--- config.mk ---
export PLATFORM = sky130hd
export DESIGN_NAME = core
export DESIGN_NICKNAME = d
export VERILOG_FILES = /design/src/hdl/rv_isa_pkg.sv /design/src/hdl/core_ctrl_pkg.sv /design/src/hdl/instr_sequencer.sv /design/src/hdl/decode_unit.sv /design/src/hdl/register_file.sv /design/src/hdl/alu_unit.sv /design/src/hdl/branch_unit.sv /design/src/hdl/memory_access.sv /design/src/hdl/core.sv
export SDC_FILE = /design/constraint.sdc
export NUM_CORES = 2
export LEC_CHECK = 0
export ABC_AREA = 1
export BUFFER_PORTS_ARGS = -buffer_cell sky130_fd_sc_hd__buf_4
export CELL_PAD_IN_SITES_DETAIL_PLACEMENT = 0
export CELL_PAD_IN_SITES_GLOBAL_PLACEMENT = 2
export CORE_AREA = 2 2 329 656
export DETAILED_ROUTE_END_ITERATION = 10
export DIE_AREA = 0 0 331 658
export GPL_TIMING_DRIVEN = 1
export PLACE_DENSITY = 0.82
export RECOVER_POWER = 25
export SLEW_MARGIN = 20
export SYNTH_ARGS = -nofsm -noshare
export SYNTH_HDL_FRONTEND = slang
export SYNTH_HIERARCHICAL = 1
export SYNTH_SLANG_ARGS = --single-unit
--- constraint.sdc ---
create_clock -name clk -period 6.9 [get_ports clk]
set_clock_uncertainty 0.2 [all_clocks]
set_input_delay 0.69 -clock clk [delete_from_list [all_inputs] [get_ports clk]]
set_output_delay 0.69 -clock clk [all_outputs]
set_load 0.1 [all_outputs]
--- src/hdl/rv_isa_pkg.sv ---
`default_nettype none

package rv_isa_pkg;

	typedef logic [31:0] word_t;
	typedef logic [31:0] inst_t;
	typedef logic [4:0]  reg_addr_t;
	typedef logic [6:0]  opcode_t;
	typedef logic [2:0]  funct3_t;
	typedef logic [6:0]  funct7_t;

	// ****************************************
	// Major opcodes
	// ****************************************
	localparam opcode_t OPC_OP     = 7'b0110011;
	localparam opcode_t OPC_OP_IMM = 7'b0010011;
	localparam opcode_t OPC_LUI    = 7'b0110111;
	localparam opcode_t OPC_LOAD   = 7'b0000011;
	localparam opcode_t OPC_STORE  = 7'b0100011;
	localparam opcode_t OPC_BRANCH = 7'b1100011;
	localparam opcode_t OPC_JAL    = 7'b1101111;

	// ****************************************
	// Funct fields
	// ****************************************
	localparam funct3_t F3_ADD = 3'b000;
	localparam funct3_t F3_XOR = 3'b100;
	localparam funct3_t F3_OR  = 3'b110;
	localparam funct3_t F3_AND = 3'b111;
	localparam funct3_t F3_BEQ = 3'b000;
	localparam funct3_t F3_BNE = 3'b001;
	localparam funct3_t F3_LW  = 3'b010;
	localparam funct3_t F3_LBU = 3'b100;
	localparam funct3_t F3_SW  = 3'b010;
	localparam funct3_t F3_SB  = 3'b000;

	// SUB shares funct3 with ADD
	localparam funct7_t F7_SUB = 7'b0100000;

	localparam word_t RESET_PC = 32'h0000_0000;

endpackage

`default_nettype wire

--- src/hdl/core_ctrl_pkg.sv ---
`default_nettype none

package core_ctrl_pkg;

	typedef enum logic [2:0] {
		ALU_ADD,
		ALU_SUB,
		ALU_AND,
		ALU_OR,
		ALU_XOR,
		ALU_PASS_B
	} alu_op_e;

	typedef enum logic [1:0] {
		WB_NONE,
		WB_ALU,
		WB_MEM,
		WB_PC4
	} wb_sel_e;

	typedef enum logic [2:0] {
		MEM_NONE,
		MEM_LW,
		MEM_LBU,
		MEM_SW,
		MEM_SB
	} mem_op_e;

	typedef enum logic [1:0] {
		BR_NONE,
		BR_EQ,
		BR_NE,
		BR_JAL
	} br_op_e;

	typedef enum logic [2:0] {
		S_FETCH,
		S_WAIT_INST,
		S_EXEC,
		S_MEM,
		S_WB
	} seq_state_e;

	// Data port command codes
	typedef logic [2:0] d_cmd_t;

	localparam d_cmd_t D_CMD_IDLE  = 3'd0;
	localparam d_cmd_t D_CMD_READ  = 3'd1;
	localparam d_cmd_t D_CMD_WRITE = 3'd2;

endpackage

`default_nettype wire

--- src/hdl/instr_sequencer.sv ---
`timescale 1ns/1ps
`default_nettype none

module instr_sequencer (
	input  logic              clk,
	input  logic              reset,
	input  logic              inst_ready,
	input  logic              inst_valid,
	input  rv_isa_pkg::inst_t inst,
	input  logic              mem_done,
	input  rv_isa_pkg::word_t next_pc,
	output logic              inst_start,
	output rv_isa_pkg::word_t i_addr,
	output rv_isa_pkg::word_t pc,
	output rv_isa_pkg::inst_t cur_inst,
	output logic              exec_strobe,
	output logic              wb_strobe
);
	import rv_isa_pkg::*;
	import core_ctrl_pkg::*;

	seq_state_e state;
	// Low during reset and the first cycle after it
	logic fetch_enable;

	assign inst_start = (state == S_FETCH) && fetch_enable && inst_ready;
	assign i_addr = pc;
	assign exec_strobe = (state == S_EXEC);
	assign wb_strobe = (state == S_WB);

	always_ff @(posedge clk) begin
		if (reset) begin
			state <= S_FETCH;
			pc <= RESET_PC;
			fetch_enable <= 1'b0;
		end else begin
			fetch_enable <= 1'b1;
			case (state)
				S_FETCH: begin
					if (inst_start) begin
						state <= S_WAIT_INST;
					end
				end
				S_WAIT_INST: begin
					if (inst_valid) begin
						state <= S_EXEC;
					end
				end
				S_EXEC: state <= S_MEM;
				S_MEM: begin
					if (mem_done) begin
						state <= S_WB;
					end
				end
				S_WB: begin
					pc <= next_pc;
					state <= S_FETCH;
				end
				default: state <= S_FETCH;
			endcase
		end
	end

	// Instruction stays put until the next fetch returns
	always_ff @(posedge clk) begin
		if (state == S_WAIT_INST && inst_valid) begin
			cur_inst <= inst;
		end
	end

endmodule

`default_nettype wire

--- src/hdl/decode_unit.sv ---
`timescale 1ns/1ps
`default_nettype none

module decode_unit (
	input  rv_isa_pkg::inst_t     cur_inst,
	output rv_isa_pkg::reg_addr_t rs1_addr,
	output rv_isa_pkg::reg_addr_t rs2_addr,
	output rv_isa_pkg::reg_addr_t rd_addr,
	output rv_isa_pkg::word_t     imm,
	output logic                  use_imm,
	output core_ctrl_pkg::alu_op_e alu_op,
	output core_ctrl_pkg::br_op_e  br_op,
	output core_ctrl_pkg::mem_op_e mem_op,
	output core_ctrl_pkg::wb_sel_e wb_sel
);
	import rv_isa_pkg::*;
	import core_ctrl_pkg::*;

	opcode_t opcode;
	funct3_t funct3;
	funct7_t funct7;
	word_t   imm_i;
	word_t   imm_s;
	word_t   imm_b;
	word_t   imm_u;
	word_t   imm_j;

	assign opcode = cur_inst[6:0];
	assign rd_addr = cur_inst[11:7];
	assign funct3 = cur_inst[14:12];
	assign rs1_addr = cur_inst[19:15];
	assign rs2_addr = cur_inst[24:20];
	assign funct7 = cur_inst[31:25];

	// Sign-extended immediates per format
	assign imm_i = {{20{cur_inst[31]}}, cur_inst[31:20]};
	assign imm_s = {{20{cur_inst[31]}}, cur_inst[31:25], cur_inst[11:7]};
	assign imm_b = {{19{cur_inst[31]}}, cur_inst[31], cur_inst[7], cur_inst[30:25],
		cur_inst[11:8], 1'b0};
	assign imm_u = {cur_inst[31:12], 12'd0};
	assign imm_j = {{11{cur_inst[31]}}, cur_inst[31], cur_inst[19:12], cur_inst[20],
		cur_inst[30:21], 1'b0};

	always_comb begin
		imm = imm_i;
		use_imm = 1'b0;
		alu_op = ALU_ADD;
		br_op = BR_NONE;
		mem_op = MEM_NONE;
		wb_sel = WB_NONE;
		case (opcode)
			OPC_OP, OPC_OP_IMM: begin
				use_imm = (opcode == OPC_OP_IMM);
				wb_sel = WB_ALU;
				case (funct3)
					F3_ADD: begin
						alu_op = (opcode == OPC_OP && funct7 == F7_SUB) ? ALU_SUB : ALU_ADD;
					end
					F3_XOR: alu_op = ALU_XOR;
					F3_OR: alu_op = ALU_OR;
					F3_AND: alu_op = ALU_AND;
					// Shifts and compares retire as no-ops
					default: wb_sel = WB_NONE;
				endcase
			end
			OPC_LUI: begin
				imm = imm_u;
				use_imm = 1'b1;
				alu_op = ALU_PASS_B;
				wb_sel = WB_ALU;
			end
			OPC_LOAD: begin
				use_imm = 1'b1;
				if (funct3 == F3_LW) begin
					mem_op = MEM_LW;
					wb_sel = WB_MEM;
				end else if (funct3 == F3_LBU) begin
					mem_op = MEM_LBU;
					wb_sel = WB_MEM;
				end
			end
			OPC_STORE: begin
				imm = imm_s;
				use_imm = 1'b1;
				if (funct3 == F3_SW) begin
					mem_op = MEM_SW;
				end else if (funct3 == F3_SB) begin
					mem_op = MEM_SB;
				end
			end
			OPC_BRANCH: begin
				imm = imm_b;
				if (funct3 == F3_BEQ) begin
					br_op = BR_EQ;
				end else if (funct3 == F3_BNE) begin
					br_op = BR_NE;
				end
			end
			OPC_JAL: begin
				imm = imm_j;
				br_op = BR_JAL;
				wb_sel = WB_PC4;
			end
			default: ;
		endcase
	end

endmodule

`default_nettype wire

--- src/hdl/register_file.sv ---
`timescale 1ns/1ps
`default_nettype none

module register_file (
	input  logic                  clk,
	input  logic                  reset,
	input  rv_isa_pkg::reg_addr_t rs1_addr,
	input  rv_isa_pkg::reg_addr_t rs2_addr,
	input  rv_isa_pkg::reg_addr_t rd_addr,
	input  rv_isa_pkg::word_t     rd_data,
	input  logic                  wr_en,
	output rv_isa_pkg::word_t     rs1_data,
	output rv_isa_pkg::word_t     rs2_data
);
	import rv_isa_pkg::*;

	word_t regs [0:31];

	assign rs1_data = regs[rs1_addr];
	assign rs2_data = regs[rs2_addr];

	// x0 is cleared by reset and never written
	always_ff @(posedge clk) begin
		if (reset) begin
			for (int i = 0; i < 32; i++) begin
				regs[i] <= '0;
			end
		end else if (wr_en && rd_addr != 5'd0) begin
			regs[rd_addr] <= rd_data;
		end
	end

endmodule

`default_nettype wire

--- src/hdl/alu_unit.sv ---
`timescale 1ns/1ps
`default_nettype none

module alu_unit (
	input  rv_isa_pkg::word_t      rs1_data,
	input  rv_isa_pkg::word_t      rs2_data,
	input  rv_isa_pkg::word_t      imm,
	input  logic                   use_imm,
	input  core_ctrl_pkg::alu_op_e alu_op,
	output rv_isa_pkg::word_t      alu_out
);
	import rv_isa_pkg::*;
	import core_ctrl_pkg::*;

	word_t op_b;

	assign op_b = use_imm ? imm : rs2_data;

	always_comb begin
		case (alu_op)
			ALU_ADD: alu_out = rs1_data + op_b;
			ALU_SUB: alu_out = rs1_data - op_b;
			ALU_AND: alu_out = rs1_data & op_b;
			ALU_OR: alu_out = rs1_data | op_b;
			ALU_XOR: alu_out = rs1_data ^ op_b;
			// LUI immediate passes straight through
			ALU_PASS_B: alu_out = op_b;
			default: alu_out = rs1_data + op_b;
		endcase
	end

endmodule

`default_nettype wire

--- src/hdl/branch_unit.sv ---
`timescale 1ns/1ps
`default_nettype none

module branch_unit (
	input  rv_isa_pkg::word_t     pc,
	input  rv_isa_pkg::word_t     rs1_data,
	input  rv_isa_pkg::word_t     rs2_data,
	input  rv_isa_pkg::word_t     imm,
	input  core_ctrl_pkg::br_op_e br_op,
	output logic                  br_taken,
	output rv_isa_pkg::word_t     br_target,
	output rv_isa_pkg::word_t     pc_plus4
);
	import core_ctrl_pkg::*;

	logic equal;

	assign equal = (rs1_data == rs2_data);

	always_comb begin
		case (br_op)
			BR_EQ: br_taken = equal;
			BR_NE: br_taken = !equal;
			BR_JAL: br_taken = 1'b1;
			default: br_taken = 1'b0;
		endcase
	end

	// Both branch and JAL targets are pc relative
	assign br_target = pc + imm;
	assign pc_plus4 = pc + 32'd4;

endmodule

`default_nettype wire

--- src/hdl/memory_access.sv ---
`timescale 1ns/1ps
`default_nettype none

module memory_access (
	input  logic                   clk,
	input  logic                   reset,
	input  logic                   exec_strobe,
	input  core_ctrl_pkg::mem_op_e mem_op,
	input  core_ctrl_pkg::wb_sel_e wb_sel,
	input  rv_isa_pkg::word_t      alu_out,
	input  rv_isa_pkg::word_t      rs2_data,
	input  rv_isa_pkg::word_t      br_target,
	input  rv_isa_pkg::word_t      pc_plus4,
	input  logic                   br_taken,
	output core_ctrl_pkg::d_cmd_t  d_cmd,
	input  logic                   d_cmd_ready,
	output rv_isa_pkg::word_t      d_addr,
	output rv_isa_pkg::word_t      wdata,
	output rv_isa_pkg::word_t      wmask,
	input  rv_isa_pkg::word_t      rdata,
	input  logic                   rdata_valid,
	output logic                   mem_done,
	output rv_isa_pkg::word_t      wb_data,
	output rv_isa_pkg::word_t      next_pc,
	output logic                   wb_en
);
	import rv_isa_pkg::*;
	import core_ctrl_pkg::*;

	mem_op_e    mem_op_q;
	logic       rd_wait;
	logic       byte_access;
	logic [7:0] rd_byte;
	word_t      load_data;

	assign byte_access = (mem_op == MEM_SB) || (mem_op == MEM_LBU);
	assign rd_byte = rdata[{d_addr[1:0], 3'b000} +: 8];

	// ****************************************
	// Command sequencing
	// ****************************************
	always_ff @(posedge clk) begin
		if (reset) begin
			d_cmd <= D_CMD_IDLE;
			mem_op_q <= MEM_NONE;
			rd_wait <= 1'b0;
			mem_done <= 1'b0;
		end else begin
			mem_done <= 1'b0;
			if (exec_strobe) begin
				mem_op_q <= mem_op;
				case (mem_op)
					MEM_LW, MEM_LBU: d_cmd <= D_CMD_READ;
					MEM_SW, MEM_SB: d_cmd <= D_CMD_WRITE;
					default: mem_done <= 1'b1;
				endcase
			end else if (d_cmd != D_CMD_IDLE && d_cmd_ready) begin
				d_cmd <= D_CMD_IDLE;
				if (d_cmd == D_CMD_READ) begin
					rd_wait <= 1'b1;
				end else begin
					mem_done <= 1'b1;
				end
			end else if (rd_wait && rdata_valid) begin
				rd_wait <= 1'b0;
				mem_done <= 1'b1;
			end
		end
	end

	// Request payload, held until the command is accepted
	always_ff @(posedge clk) begin
		if (exec_strobe) begin
			wdata <= (mem_op == MEM_SB) ? {4{rs2_data[7:0]}} : rs2_data;
			if (byte_access) begin
				d_addr <= alu_out;
				wmask <= 32'h0000_00ff << {alu_out[1:0], 3'b000};
			end else begin
				d_addr <= {alu_out[31:2], 2'b00};
				wmask <= 32'hffff_ffff;
			end
		end
		if (rd_wait && rdata_valid) begin
			load_data <= (mem_op_q == MEM_LBU) ? {24'd0, rd_byte} : rdata;
		end
	end

	// ****************************************
	// Write-back and next PC
	// ****************************************
	always_comb begin
		case (wb_sel)
			WB_MEM: wb_data = load_data;
			WB_PC4: wb_data = pc_plus4;
			WB_ALU: wb_data = alu_out;
			default: wb_data = alu_out;
		endcase
	end

	assign next_pc = br_taken ? br_target : pc_plus4;
	assign wb_en = (wb_sel != WB_NONE);

endmodule

`default_nettype wire

--- src/hdl/core.sv ---
`timescale 1ns/1ps
`default_nettype none

module core (
	input  logic                  clk,
	input  logic                  reset,
	output logic                  inst_start,
	input  logic                  inst_ready,
	output rv_isa_pkg::word_t     i_addr,
	input  rv_isa_pkg::inst_t     inst,
	input  logic                  inst_valid,
	output core_ctrl_pkg::d_cmd_t d_cmd,
	input  logic                  d_cmd_ready,
	output rv_isa_pkg::word_t     d_addr,
	output rv_isa_pkg::word_t     wdata,
	output rv_isa_pkg::word_t     wmask,
	input  rv_isa_pkg::word_t     rdata,
	input  logic                  rdata_valid
);
	import rv_isa_pkg::*;
	import core_ctrl_pkg::*;

	word_t     pc;
	word_t     next_pc;
	inst_t     cur_inst;
	logic      exec_strobe;
	logic      wb_strobe;
	logic      mem_done;
	reg_addr_t rs1_addr;
	reg_addr_t rs2_addr;
	reg_addr_t rd_addr;
	word_t     imm;
	logic      use_imm;
	alu_op_e   alu_op;
	br_op_e    br_op;
	mem_op_e   mem_op;
	wb_sel_e   wb_sel;
	word_t     rs1_data;
	word_t     rs2_data;
	word_t     alu_out;
	logic      br_taken;
	word_t     br_target;
	word_t     pc_plus4;
	word_t     wb_data;
	logic      wb_en;
	logic      rf_wr_en;

	assign rf_wr_en = wb_strobe & wb_en;

	// ****************************************
	// Fetch and decode
	// ****************************************
	instr_sequencer sequencer (
		.clk(clk),
		.reset(reset),
		.inst_ready(inst_ready),
		.inst_valid(inst_valid),
		.inst(inst),
		.mem_done(mem_done),
		.next_pc(next_pc),
		.inst_start(inst_start),
		.i_addr(i_addr),
		.pc(pc),
		.cur_inst(cur_inst),
		.exec_strobe(exec_strobe),
		.wb_strobe(wb_strobe)
	);

	decode_unit decoder (
		.cur_inst(cur_inst),
		.rs1_addr(rs1_addr),
		.rs2_addr(rs2_addr),
		.rd_addr(rd_addr),
		.imm(imm),
		.use_imm(use_imm),
		.alu_op(alu_op),
		.br_op(br_op),
		.mem_op(mem_op),
		.wb_sel(wb_sel)
	);

	register_file regfile (
		.clk(clk),
		.reset(reset),
		.rs1_addr(rs1_addr),
		.rs2_addr(rs2_addr),
		.rd_addr(rd_addr),
		.rd_data(wb_data),
		.wr_en(rf_wr_en),
		.rs1_data(rs1_data),
		.rs2_data(rs2_data)
	);

	// ****************************************
	// Execute, memory and write-back
	// ****************************************
	alu_unit alu (
		.rs1_data(rs1_data),
		.rs2_data(rs2_data),
		.imm(imm),
		.use_imm(use_imm),
		.alu_op(alu_op),
		.alu_out(alu_out)
	);

	branch_unit branch (
		.pc(pc),
		.rs1_data(rs1_data),
		.rs2_data(rs2_data),
		.imm(imm),
		.br_op(br_op),
		.br_taken(br_taken),
		.br_target(br_target),
		.pc_plus4(pc_plus4)
	);

	memory_access memstage (
		.clk(clk),
		.reset(reset),
		.exec_strobe(exec_strobe),
		.mem_op(mem_op),
		.wb_sel(wb_sel),
		.alu_out(alu_out),
		.rs2_data(rs2_data),
		.br_target(br_target),
		.pc_plus4(pc_plus4),
		.br_taken(br_taken),
		.d_cmd(d_cmd),
		.d_cmd_ready(d_cmd_ready),
		.d_addr(d_addr),
		.wdata(wdata),
		.wmask(wmask),
		.rdata(rdata),
		.rdata_valid(rdata_valid),
		.mem_done(mem_done),
		.wb_data(wb_data),
		.next_pc(next_pc),
		.wb_en(wb_en)
	);

endmodule

`default_nettype wire

==> impl_metrics.csv <==
group,metric,value,unit
outcome,status,"finished, violations left",
outcome,violations,"capacitance limit, slew limit",
sta,tightestPinTransition,4.10,ns
logic_synthesis,synth-async-reset-ratio,0,%
global_routing,antenna_found_initial,6,
clock_network,clockBufferDepth,3,
logic_synthesis,ys_warn_count,6,
worst_setup_path,reg2reg_from,"sequencer/cur_inst[20]",
clock_network,cts-buffers-inserted,114,
sta,fin_setup_tns,0,ns
place,gp_routability_congestion,1.03,
power_and_ir_drop,peakVddDrop,308,µV
logic_synthesis,synth_flop_cell,"edfxtp_1",
floorplanning,chipWidth,331,µm
sta,hold_viol,0,
global_routing,grt_first_pass_wirelength,523000,µm
worst_setup_path,r2r-end,"regfile/regs[15][18]",
global_routing,grt.total_usage,33.8,%
sta,layout_worst_path_cycle_share,98.0,%
run,cap_violations,12,
logic_synthesis,seq_area_frac_synth,48.1,%
detailed_routing,firstDrtPassIters,7,
finish,drive_above_1_share,10.4,%
logic_synthesis,netlist_area,74000,µm²
worst_setup_path,cp-startpoint,"sequencer/cur_inst[20]",
worst_hold_path,hold_end,"memstage/load_data[23]",
worst_setup_path,slowest_delay,0.40,ns
logic_synthesis,ys_seq_elements,1199,
floorplanning,io-pin-count,202,
sta,slew_headroom,-173,%
sta,period_needed,6.76,ns
power_and_ir_drop,power_density,251,nW/µm²
clock_network,h-tree-depth,3,
detailed_routing,drc,0,
clock_network,cts.reportedPaths.clkPinSlew,0.07,ns
sta,setup_ws,0.140,ns
worst_setup_path,cp_common_cell,"nand2_1",
clock_network,cts_root_buffer,"clkbuf_16",
global_routing,grt_overflow,0,
detailed_routing,wl_per_cell,28.9,µm
sta,slew_viol_final,377,
logic_synthesis,synth_cells,9857,
worst_hold_path,hold_class,"in2reg",
worst_setup_path,critPathBufInv,10,
place,pre_cts_ws,-0.00188,ns
clock_network,clock_sinks,1199,
finish,area_delta_synth_final,16.0,%
worst_setup_path,critical_path.top_delay_family,"simple AND/OR/NAND/NOR gates",
floorplanning,die_y,658,µm
floorplanning,start_util,34.7,%
clock_network,post-cts-setup-buffer-count,0,
worst_setup_path,cp_max_fo,31,
worst_hold_path,min_path_cells,3,
sta,grt_setup_unrepaired,"false",
worst_hold_path,min_from,"rdata[23]",
floorplanning,fp.dieArea,218000,µm²
logic_synthesis,avgSynthCellArea,7.51,µm²
sta,finalHoldWorstSlack,0.0474,ns
detailed_routing,num_vias,72700,
sta,fmax,0.148,GHz
detailed_routing,vias_per_cell,5.59,
global_routing,grt_start_max_net_pins,120,
clock_network,clkLatencyLatePin,0.79,ns
detailed_routing,antenna_left,0,
global_routing,grt_pass1_vias,71400,
worst_setup_path,crit_arrival,7.05,ns
detailed_routing,initialDrtViolationCount,7613,
finish,fin_nets,10300,
worst_setup_path,endpoint_kind,"register",
worst_setup_path,cp_data_required_time,7.19,ns
logic_synthesis,synth-edff-count,1156,
finish,final_area,85900,µm²
sta,finalSetupViolations,0,
worst_setup_path,reg2reg_depth,36,
worst_setup_path,start_kind,"register",
place,portBuffers,200,
power_and_ir_drop,p_leak,37.4,nW
logic_synthesis,yosysUniqueCellTypes,55,
place,dp_hpwl,259000,µm
clock_network,cts_tree,"done",
worst_setup_path,r2r_slack,0.14,ns
floorplanning,rows,240,
place,place_area,82100,µm²
detailed_routing,wl,376000,µm
worst_setup_path,crit_slowest_cell,"edfxtp_1",
worst_setup_path,critPathKind,"reg2reg",
floorplanning,core-area,213000,µm²
[cells in the final DEF (no fill, tap or decap), types with 71 or more instances in the layout]
master,count
a21oi_1,71
buf_12,112
buf_4,572
clkbuf_1,168
clkbuf_16,117
edfxtp_1,1156
ha_1,126
inv_1,392
nand2_1,3778
nand3_1,1653
nor2_1,1259
o21ai_0,146
xor2_1,75
[per-layer routing]
layer,routed length [µm],vias to the layer above,global-route usage [%]
li1,-,32600,-
met4,40400,2,29.8
met3,26600,1326,4.86
met1,123000,34800,35.1
met2,186000,4009,59.0
met5,9,-,0
[worst min-delay path: stages]
cell	delay [ns]
buf_4	0.10
nand2_1	0.05
inv_1	0.05
[timing repair]
item / CTS / global route
cloned: 0 / 1
hold buffers: 53 / 0
endpoints found under the hold margin: 53 / 0
gates resized for setup: 2 / 21
pin swaps: 0 / 1
endpoints found under the setup margin: 30 / 254
[per-stage QoR]
step                instances  total power, mW  utilization, %
finish                  13000             21.6            40.3
global route            13000             22.1            40.3
CTS                     13000             21.5            40.5
detailed placement      12800             14.8            38.5
global placement        12800             14.8            38.5
floorplan                9888             11.4               -
[Yosys cell counts, types with 25 or more instances]
| cell | n | area share, % |
|---|---|---|
| buf_4 | 88 | 0.89 |
| clkbuf_1 | 370 | 1.9 |
| ha_1 | 128 | 2.2 |
| edfxtp_1 | 1156 | 47 |
| nand2_1 | 3824 | 19 |
| o211ai_1 | 31 | 0.31 |
| inv_1 | 399 | 2.0 |
| nand4_1 | 25 | 0.21 |
| nand3_1 | 1653 | 11 |
| buf_1 | 66 | 0.33 |
| buf_2 | 223 | 1.5 |
| buf_6 | 28 | 0.43 |
| xnor2_1 | 40 | 0.47 |
| xor2_1 | 76 | 0.90 |
| dfxtp_1 | 43 | 1.2 |
| nand2_2 | 31 | 0.26 |
| nor2_1 | 1263 | 6.4 |
| nor3_1 | 28 | 0.19 |
| o21ai_0 | 141 | 0.95 |
| a21oi_1 | 75 | 0.51 |
[how the worst max path moves through the flow]
stage / endpoint / slack, ns / depth (start not counted)
after floorplan: regfile/regs[10][29] / 1.79 / 40
after global placement: regfile/regs[14][24] / 0.02 / 39
after detailed placement: regfile/regs[3][24] / -0.002 / 39
after CTS: regfile/regs[1][28] / 0.03 / 39
after global routing: regfile/regs[19][31] / 0.005 / 40
final: regfile/regs[15][18] / 0.14 / 36
[flip-flops by register name (all words and copies together), names as in the netlist, 2 cells and up]
name	count
regfile/regs	1024
memstage/load_data	32
memstage/mem_op_q	3
memstage/wmask	4
memstage/wdata	32
sequencer/cur_inst	32
memstage/d_cmd	2
memstage/d_addr	32
sequencer/state	3
sequencer/i_addr	32
[layout make-up]
class | instances | area [µm²]
Antenna cell | 5 | 12.5
Clock buffer | 135 | 3020
Clock inverter | 72 | 808
Fill cell | 22000 | 127000
Inverter | 417 | 1610
Multi-Input combinational cell | 7496 | 33500
Sequential cell | 1199 | 35600
Tap cell | 2783 | 3480
Timing Repair Buffer | 913 | 7830
[logic make-up after synthesis]
logic type | share of synthesized area [%]
DFF | 48.1
other | 0.0102
buffers and inverters | 7.18
adders and majority gates | 2.22
xor gates and xnor gates | 1.37
and+or+nand+nor | 38.6
AOI/OAI and AO/OA | 2.56
[where the power goes]
group	switching, mW	total (mW)	internal [mW]
sequential	0.152	8.42	8.27
combinational	4.57	6.39	1.82
clock	3.07	6.76	3.69
Power figures use the tool's default switching activity.
